$ cat src/lstm_cfg.svh
`ifndef LSTM_CFG_SVH
`define LSTM_CFG_SVH

// Q6.11 fixed point format
`define QN 6
`define QM 11

// Integer bits plus fraction bits plus sign give an 18-bit word

// Network dimensions
`define INPUT_SZ 2
`define HIDDEN_SZ 4

// Columns of the weight store are the inputs, then the hidden units,
// then one bias column

`endif

$ cat src/lstmPkg.sv
`default_nettype none

`include "lstm_cfg.svh"

package lstmPkg;

    localparam int BITWIDTH = `QN + `QM + 1;
    localparam int COLUMNS = `INPUT_SZ + `HIDDEN_SZ;
    localparam int COL_W = $clog2(COLUMNS + 1);
    localparam int UNIT_W = ($clog2(`HIDDEN_SZ) > 0) ? $clog2(`HIDDEN_SZ) : 1;

    typedef logic signed [BITWIDTH-1:0] fixed_t;
    typedef logic signed [2*BITWIDTH-1:0] product_t;

    typedef enum logic [1:0] {GATE_Z, GATE_I, GATE_F, GATE_O} gate_e;

    localparam fixed_t ONE = fixed_t'(1 << `QM);
    localparam fixed_t HALF = fixed_t'(1 << (`QM - 1));

    // Full product rescaled to Q6.11, upper bits wrap away
    function automatic fixed_t mulQ(fixed_t a, fixed_t b);
        product_t full;
        full = a * b;
        return fixed_t'(full >>> `QM);
    endfunction

endpackage

`default_nettype wire

$ cat src/weightMemory.sv
`timescale 1ns/1ps
`default_nettype none

`include "lstm_cfg.svh"

module weightMemory (
    input  logic                          clock,
    input  logic                          reset,
    input  logic                          weightWrite,
    input  lstmPkg::gate_e                weightGate,
    input  logic [lstmPkg::UNIT_W-1:0]    weightUnit,
    input  logic [lstmPkg::COL_W-1:0]     weightColumn,
    input  lstmPkg::fixed_t               weightData,
    input  logic [lstmPkg::COL_W-1:0]     readColumn,
    output lstmPkg::fixed_t               columnWeights [4][`HIDDEN_SZ]
);

    import lstmPkg::*;

    // One word per gate, unit and column, the last column being the bias
    fixed_t store [4][`HIDDEN_SZ][COLUMNS+1];

    logic writeInRange;

    assign writeInRange = (weightColumn <= COLUMNS) && (weightUnit < `HIDDEN_SZ);

    always_ff @(posedge clock) begin
        if (reset) begin
            for (int g = 0; g < 4; g++) begin
                for (int u = 0; u < `HIDDEN_SZ; u++) begin
                    for (int c = 0; c <= COLUMNS; c++) begin
                        store[g][u][c] <= '0;
                    end
                end
            end
        end else if (weightWrite && writeInRange) begin
            store[weightGate][weightUnit][weightColumn] <= weightData;
        end
    end

    // Whole column for all gates and units, one cycle after the address
    always_ff @(posedge clock) begin
        for (int g = 0; g < 4; g++) begin
            for (int u = 0; u < `HIDDEN_SZ; u++) begin
                columnWeights[g][u] <= store[g][u][readColumn];
            end
        end
    end

endmodule

`default_nettype wire
$ cat config.mk
export PLATFORM = sky130hd
export DESIGN_NAME = weightMemory
export DESIGN_NICKNAME = d
export VERILOG_FILES = /design/src/lstmPkg.sv /design/src/weightMemory.sv
export VERILOG_INCLUDE_DIRS = /design/src
export SDC_FILE = /design/constraint.sdc
export NUM_CORES = 2
export LEC_CHECK = 0
export BUFFER_PORTS_ARGS = -buffer_cell sky130_fd_sc_hd__buf_2
export CELL_PAD_IN_SITES_DETAIL_PLACEMENT = 1
export CELL_PAD_IN_SITES_GLOBAL_PLACEMENT = 1
export CORE_ASPECT_RATIO = 0.5
export CORE_MARGIN = 1
export CORE_UTILIZATION = 24
export CTS_BUF_LIST = sky130_fd_sc_hd__clkbuf_4 sky130_fd_sc_hd__clkbuf_8
export DETAILED_ROUTE_END_ITERATION = 10
export PLACE_DENSITY_LB_ADDON = 0.1
export SYNTH_ARGS = -nofsm -noshare
export SYNTH_HDL_FRONTEND = slang
export SYNTH_SLANG_ARGS = --single-unit
$ cat constraint.sdc
create_clock -name clock -period 4.88 [get_ports clock]
set_clock_uncertainty 0.05 [all_clocks]
set_input_delay 0.244 -clock clock [delete_from_list [all_inputs] [get_ports clock]]
set_output_delay 0.244 -clock clock [all_outputs]
set_load 0.01 [all_outputs]
==> flow_summary.json <==
{
  "routed_wirelength_mm": 372.9,
  "end_kind": "flip-flop",
  "synth_nets": 7482,
  "crit_type": "primary input to flip-flop",
  "place_hpwl_mm": 212.7,
  "violations": "DRC",
  "outcome": "complete, but fails checks",
  "wl_per_cell_um": 27.81,
  "dr.pass1.iters": 8,
  "hp-class": "primary input to flip-flop",
  "report.final.slew_viol_count": 0,
  "max-clock-path-buffers": 4,
  "place_inst": 12657,
  "vias": 61494,
  "die-height_um": 450.0,
  "p_per_area_nw_per_um2": 404.6,
  "setup_violations": 0,
  "grt_usage_pct": 17.88,
  "top_layer_used": "met5",
  "area_growth_pct": 15.93,
  "regToRegEndpoint": "columnWeights[192]",
  "path_max_fanout": 22,
  "vdd_drop_max_uv": 174.0,
  "ioPinCount": 319,
  "final_cell_mix": "edfxtp_1 (2,016), nor2_1 (1,909), mux2i_1 (864)",
  "cts_tree": "done",
  "clk_pin_slew_ps": 70,
  "finalCritPeriodShare_pct": 59.89,
  "met2_length_mm": 177.2,
  "die-area_um2": 404200,
  "reg2reg_setup_slack_ps": 3170,
  "synth-xor-area-share_pct": 0,
  "synth_cell_types": 37,
  "grt-ovfl-total": 0,
  "start_kind": "primary input",
  "fp.coreArea_um2": 399500,
  "tightest_slew_ps": 1266,
  "synth_edf_count": 2016,
  "layout.cells.non_filler": 13410,
  "synth-async-reset-ratio_pct": 0,
  "netlist_area_um2": 96350,
  "yosysWarnings": 0,
  "via_per_inst": 4.586,
  "synthCells": 7451,
  "antenna_found_initial": 35,
  "synthAdderAreaFrac_pct": 0,
  "rows": 164,
  "cts_htree_levels": 5,
  "crit_arrival_ps": 3500,
  "drive_above_1_share_pct": 18.12,
  "synth-simple-area-share_pct": 13.13,
  "initial_utilization_pct": 24.12,
  "root_buffer": "clkbuf_8",
  "clock.fmax_ghz": 0.3422,
  "relSlewSlack_pct": 15.57,
  "synth_compound_area_share_pct": 5.381,
  "rsz0062_at_grt": "no",
  "drc": 14,
  "wl_met3_mm": 13.18,
  "die_w_um": 898.1,
  "hold_start": "weightColumn[2]",
  "reg2reg_from": "store[1][354]",
  "wl_met1_mm": 173.2,
  "first_iter_violations": 3634,
  "post-route-min-period_ps": 2923,
  "grt_pass1_wl_mm": 516.7,
  "cts_sinks": 2304,
  "synth_ff_type": "edfxtp_1",
  "holdPathEnd": "store[2][365]",
  "p_leak_nw": 38.52,
  "yosysSeqAreaShare_pct": 68.82,
  "final_nets": 7800,
  "grt_pass1_vias": 64083,
  "final_common_cell": "edfxtp_1",
  "fin_util_pct": 27.96,
  "synth_top_family_by_area": "simple AND/OR/NAND/NOR gates",
  "fin_setup_tns_ps": 0,
  "clock_latency_ps": 1070,
  "place_congestion": 0.7102,
  "worstPathRequired_ps": 5460,
  "antenna_left": 0,
  "synth_mux_area_share_pct": 8.976,
  "holdPathStages": 6,
  "grt_max_degree": 130,
  "port_buffers": 318,
  "maxCapViolations": 0,
  "cts_buffers": 388,
  "postSynthAreaPerCell_um2": 12.93,
  "rr_worst_depth": 3,
  "synth_seq_cells": 2304,
  "hold_violations": 0
}
registers in the layout, summed over array words and instances, names as in the netlist:
signal / count
store: 2016
columnWeights: 288
worst max-delay path, cell delays in order:
cell	delay (ps)
dlygate4sd3_1	600
buf_2	230
nor2b_4	800
and2_0	530
a21o_1	1040
report_power, final:
| part | switching, mW | internal, mW | leakage, nW |
|---|---|---|---|
| Combinational | 2.59 | 1.08 | 12.7 |
| Sequential | 0.382 | 22.5 | 21.6 |
| Clock | 8.76 | 9.85 | 4.29 |
synth_stat cells (6+ instances only):
cell	instances	area share (%)
nor2_1	1914	7.5
buf_4	63	0.49
or2_2	202	1.3
nor2b_1	7	0.045
mux2i_1	864	9.0
dfxtp_1	288	6.0
and2_0	7	0.045
nand2_1	333	1.3
clkbuf_1	209	0.81
or2_1	87	0.56
a22o_1	288	2.6
buf_1	6	0.023
a21o_1	64	0.50
edfxtp_1	2016	63
a31o_2	16	0.15
a31oi_1	288	1.9
buf_2	254	1.3
o21bai_1	32	0.25
buf_6	85	0.99
nand3_1	288	1.5
nand3_2	6	0.062
and3_1	110	0.71
layer usage:
layer / up-vias / GRT usage [%]
met1: 32380 / 24.49
met4: 2 / 4.421
li1: 27448 / -
met3: 524 / 2.317
met5: - / 0
met2: 1140 / 30.03
cell type report:
class | count | area, µm²
diodes | 4 | 10.01
clock buffers | 599 | 7343
clock inverters | 116 | 705.7
fillers | 43149 | 287800
repair buffers | 552 | 3908
flip-flops and latches | 2304 | 66300
multi-input cells | 4523 | 26780
well taps | 5312 | 6646
kinds of logic (layout without fill, tap and decap cells):
logic type      Yosys count  in the layout
other cells               0              4
flops                  2304           2304
simple gates           2971           2971
buf+inv                 624           1267
mux                     864            864
compound gates          688            688
worst max path at each step:
stage               slack [ps]          start             to  cells after the start
floorplan                 2440          reset   store[1][54]                      6
global placement          1580  weightUnit[0]  store[0][327]                      4
detailed placement        1520  weightUnit[0]  store[3][329]                      4
CTS                       2030  weightUnit[1]  store[0][178]                      5
global route              1930  weightUnit[1]  store[0][153]                      5
finish                    1960  weightUnit[1]  store[0][153]                      5
timing repair:
action / 4_1_cts / 5_1_grt
hold endpoints to repair: 914 / 0
setup buffers: 0 / 0
gates resized for setup: 0 / 0
hold buffers: 34 / 0
through the flow:
stage	total power, mW	setup WS, ps	area, µm²	hold slack, ps
after CTS	46.03	2031	111700	64.41
after global routing	46.99	1926	111700	124.4
after detailed placement	27.13	1516	103300	472.1
final	45.19	1957	111700	175.7
after floorplan	25.13	2436	96350	458.0
after global placement	27.12	1578	103300	466.5
No activity file was read; power rests on OpenSTA's default activity.
