$ cat config.mk
export PLATFORM = sky130hd
export DESIGN_NAME = outputCollector
export DESIGN_NICKNAME = d
export VERILOG_FILES = /design/src/lstmPkg.sv /design/src/outputCollector.sv
export VERILOG_INCLUDE_DIRS = /design/src
export SDC_FILE = /design/constraint.sdc
export NUM_CORES = 1
export LEC_CHECK = 0
export BUFFER_PORTS_ARGS = -buffer_cell sky130_fd_sc_hd__buf_2
export CAP_MARGIN = 5
export CORE_ASPECT_RATIO = 1.2
export CORE_UTILIZATION = 46
export CTS_BUF_LIST = sky130_fd_sc_hd__clkbuf_4
export DETAILED_ROUTE_END_ITERATION = 6
export GPL_TIMING_DRIVEN = 0
export PLACE_DENSITY_LB_ADDON = 0.1
export SLEW_MARGIN = 10
export SYNTH_ARGS = -nofsm -noshare
export SYNTH_HDL_FRONTEND = slang
export SYNTH_SLANG_ARGS = --single-unit
$ cat constraint.sdc
create_clock -name clock -period 1.1 [get_ports clock]
set_input_delay 0.22 -clock clock [delete_from_list [all_inputs] [get_ports clock]]
set_output_delay 0.22 -clock clock [all_outputs]
set_load 0.02 [all_outputs]
$ cat src/lstm_cfg.svh
`ifndef LSTM_CFG_SVH
`define LSTM_CFG_SVH

// Q6.11 fixed point format
`define QN 6
`define QM 11

// Integer bits plus fraction bits plus sign give an 18-bit word

// Network dimensions
`define INPUT_SZ 2
`define HIDDEN_SZ 4

// Columns of the weight store are the inputs, then the hidden units,
// then one bias column

`endif

$ cat src/lstmPkg.sv
`default_nettype none

`include "lstm_cfg.svh"

package lstmPkg;

    localparam int BITWIDTH = `QN + `QM + 1;
    localparam int COLUMNS = `INPUT_SZ + `HIDDEN_SZ;
    localparam int COL_W = $clog2(COLUMNS + 1);
    localparam int UNIT_W = ($clog2(`HIDDEN_SZ) > 0) ? $clog2(`HIDDEN_SZ) : 1;

    typedef logic signed [BITWIDTH-1:0] fixed_t;
    typedef logic signed [2*BITWIDTH-1:0] product_t;

    typedef enum logic [1:0] {GATE_Z, GATE_I, GATE_F, GATE_O} gate_e;

    localparam fixed_t ONE = fixed_t'(1 << `QM);
    localparam fixed_t HALF = fixed_t'(1 << (`QM - 1));

    // Full product rescaled to Q6.11, upper bits wrap away
    function automatic fixed_t mulQ(fixed_t a, fixed_t b);
        product_t full;
        full = a * b;
        return fixed_t'(full >>> `QM);
    endfunction

endpackage

`default_nettype wire

$ cat src/outputCollector.sv
`timescale 1ns/1ps
`default_nettype none

`include "lstm_cfg.svh"

module outputCollector (
    input  logic                                    clock,
    input  logic                                    reset,
    input  logic [`HIDDEN_SZ-1:0]                   laneValid,
    input  lstmPkg::fixed_t                         laneHidden [`HIDDEN_SZ],
    output logic [`HIDDEN_SZ*lstmPkg::BITWIDTH-1:0] outputVec,
    output logic [`HIDDEN_SZ*lstmPkg::BITWIDTH-1:0] hiddenVec,
    output logic                                    dataoutReady
);

    import lstmPkg::*;

    logic [`HIDDEN_SZ*BITWIDTH-1:0] hiddenState;
    logic                           allValid;

    // Lanes run in lockstep, so all bits rise together
    assign allValid = &laneValid;

    always_ff @(posedge clock) begin
        if (reset) begin
            hiddenState <= '0;
            dataoutReady <= 1'b0;
        end else begin
            dataoutReady <= allValid;
            if (allValid) begin
                for (int j = 0; j < `HIDDEN_SZ; j++) begin
                    hiddenState[j*BITWIDTH +: BITWIDTH] <= laneHidden[j];
                end
            end
        end
    end

    // Same vector is the result and the recurrent input
    assign outputVec = hiddenState;
    assign hiddenVec = hiddenState;

endmodule

`default_nettype wire

==> out/qor.log <==
INFO  outcome        status=complete, but fails checks
INFO  outcome        failed_checks=negative setup slack
INFO  die            die_width=86.2µm
INFO  timing         setup_viol_count_final=144
INFO  grt            gr-usage-all-layers=23.7%
INFO  die            ios=223
INFO  run            cap_viol_max_count=0
INFO  clock_tree     tritoncts_clock_tree=done
INFO  clock_tree     cts-htree-levels=3
INFO  setup_path     timing.critical_path.arrival=1020ps
INFO  yosys          synthesis.yosys.warnings=0
INFO  min_path       hold_end=hiddenVec[36]
INFO  die            initial_utilization=47.7%
INFO  place          dp.cells=722
INFO  min_path       worst_hold_path.num_cells=3
INFO  drt            number_of_nets_still_failing_antenna_checks_after_routing=0
INFO  drt            drtPass1Iterations=5
INFO  die            chipHeight=103µm
INFO  setup_path     start_kind=flip-flop
INFO  setup_path     critical_path.reg2reg.endpoint=hiddenVec[1]
INFO  yosys          syn-mean-instance-area=10.1µm²
INFO  yosys          mappedNetlistArea=0.00391mm²
INFO  clock_tree     max-clock-path-buffers=2
INFO  timing         max_freq=0.803GHz
INFO  drt            routed_wl=10800µm
INFO  grt            first_global_vias=3469
INFO  setup_path     cp_num_cells=2
INFO  setup_path     worstPathBufferInverterCount=2
INFO  place          post_place_setup_slack=-96.5ps
INFO  setup_path     cpLargestDelayFamily=flip-flops
INFO  clock_tree     cts_buffers=9
INFO  timing         finalMaxSlewViolations=0
INFO  clock_tree     clock_sinks=73
INFO  die            core=0.00820mm²
INFO  place          place_area=0.00516mm²
INFO  clock_tree     clock_root_buffer_master=sky130_fd_sc_hd__clkbuf_4
INFO  drt            average_via_count_per_standard_cell=4.59
INFO  place          numPortBuffers=221
INFO  timing         holdWs=38.7ps
INFO  yosys          synth_fp_nets=465
INFO  drt            initialDrtViolationCount=55
INFO  setup_path     worstPathMaxFanout=3
INFO  grt            number_of_antenna_violations_at_the_first_check_in_global_routing=0
INFO  timing         count_of_endpoints_failing_hold_in_the_final_timing_report=0
INFO  clock_tree     clkTransAtPathRegs=120ps
INFO  power_and_ir_drop power_density=776mW/mm²
INFO  min_path       worst_hold_startpoint=laneHidden[18]
INFO  timing         worst_slew_pin_slew=349ps
INFO  timing         relative_slew_slack=76.7%
INFO  timing         final.setup_skew=0ps
INFO  drt            vias=3436
INFO  timing         rsz_0062_raised_after_global_routing=true
INFO  finish         final-instance-count-excl-fill=748
INFO  place          place_hpwl=6610µm
INFO  grt            globalRoute.totalOverflow=0
INFO  drt            wire_per_inst=14.4µm
INFO  grt            grt_start_max_net_pins=12
INFO  yosys          yosysSeqAreaShare=37.3%
INFO  yosys          synth_cells=387
INFO  setup_path     worstPathRequired=880ps
INFO  timing         final.setup.worst_slack=-145ps
INFO  setup_path     critical_path.cell_chain=buf_6 -> buf_6
INFO  power_and_ir_drop leakage=2.95nW
INFO  setup_path     timing.reg2reg.worst_path_depth=3
INFO  finish         num-nets-final=707
INFO  setup_path     critical-path-top-cell-by-count=sky130_fd_sc_hd__buf_6
INFO  timing         fin_crit=1240ps
INFO  clock_tree     cts_hold_buffers=0
INFO  finish         antenna_cells=0
INFO  grt            first_pass_grt_wire_length=16400µm
INFO  yosys          count_of_distinct_cell_types_in_the_synthesized_netlist=9
INFO  finish         layout-area-overhead-vs-synth=70.7%
INFO  setup_path     critical_path_class=reg -> out
INFO  setup_path     critical_path.max_stage_delay=400ps
INFO  finish         mostFrequentLayoutCells=sky130_fd_sc_hd__buf_6 (223), sky130_fd_sc_hd__nand2b_1 (144), sky130_fd_sc_hd__buf_2 (77)
INFO  timing         post-route-period-util=113%
INFO  die            design.die.area=0.00888mm²
INFO  clock_tree     clock_insertion_delay_worst_skew=400ps
INFO  setup_path     timing.rr.start=hiddenVec[1]
INFO  min_path       hold_path_class=in -> reg
INFO  die            fp-row-count=36
INFO  finish         final_design_area_no_fill=0.00668mm²
INFO  power_and_ir_drop irDropWorstVdd=498µV
INFO  setup_path     end_kind=primary output
INFO  finish         layout_commonest_cell=sky130_fd_sc_hd__buf_6
INFO  yosys          synth-seq-cells=73
INFO  place          place.gp.congestion=0.763
INFO  drt            drc=0
INFO  timing         final.setup.tns=-10550ps
INFO  setup_path     critical_path.slowest_cell=sky130_fd_sc_hd__dfxtp_2
INFO  finish         layout-drive-gt1-share=64.0%
INFO  setup_path     ff_to_ff_setup_slack=300ps
-- worst max-delay path by stage --
stage,startpoint,to
2_1_floorplan,laneValid[2],hiddenVec[0]
5_1_grt,hiddenVec[6],outputVec[6]
3_3_place_gp,laneValid[2],hiddenVec[3]
6_report,hiddenVec[36],outputVec[36]
3_5_place_dp,laneValid[2],hiddenVec[1]
4_1_cts,hiddenVec[36],outputVec[36]
-- power by group --
| part | internal, mW | switching [mW] |
|---|---|---|
| Sequential | 2.65 | 0.0715 |
| Clock | 0.492 | 0.923 |
| Combinational | 0.621 | 0.429 |
| Total | 3.76 | 1.42 |
-- worst min-delay path, cell delays in order --
cell,delay (ps)
sky130_fd_sc_hd__buf_2,90
sky130_fd_sc_hd__nand2b_1,50
sky130_fd_sc_hd__mux2i_1,60
-- metrics by stage --
stage	total power, mW	util [%]
6_report	5.19	81.5
5_1_grt	5.45	81.5
4_1_cts	5.26	80.7
3_5_place_dp	3.65	63.0
3_3_place_gp	3.64	63.0
2_1_floorplan	3.35	-
-- layer usage --
metal / GRT usage, % / up-vias / share of wire, %
met4: 10.6 / 0 / 3.0
met1: 26.0 / 1607 / 38
met3: 5.12 / 32 / 6.2
met2: 43.7 / 157 / 53
met5: 0 / - / 0
li1: - / 1640 / -
-- synthesized netlist by cell type --
library cell,instances,area (µm²)
sky130_fd_sc_hd__buf_12,8,160
sky130_fd_sc_hd__nor2b_1,1,6.26
sky130_fd_sc_hd__clkbuf_1,9,33.8
sky130_fd_sc_hd__dfxtp_1,73,1460
sky130_fd_sc_hd__and4_4,1,11.3
sky130_fd_sc_hd__nand2b_1,144,901
sky130_fd_sc_hd__mux2i_1,72,721
sky130_fd_sc_hd__buf_6,7,78.8
sky130_fd_sc_hd__buf_4,72,541
-- registers in the layout (all words and copies together) (netlist names) --
register      cells
dataoutReady      1
hiddenVec        72
-- logic make-up (layout without fill, tap and decap cells) --
kind of cell	Yosys count	after routing	synth area share (%)
DFF	73	73	37.3
and+or+nand+nor	146	146	23.5
muxes	72	72	18.4
buffers and inverters	96	343	20.8
-- what timing repair did --
item                                    CTS  global route
setup buffers                             9             1
resized for setup                       439            25
endpoints found under the setup margin  145           145
gates cloned                              0             0
-- area by class of cell --
cell class	count	area, µm²
plain buffers	96	1080
clock buffers	11	82.6
clock inverters	5	22.5
fillers	468	1520
multi-input cells	218	1640
flip-flops and latches	73	1630
well taps	114	143
repair buffers	231	2080
No activity file was read; power rests on OpenSTA's default activity.
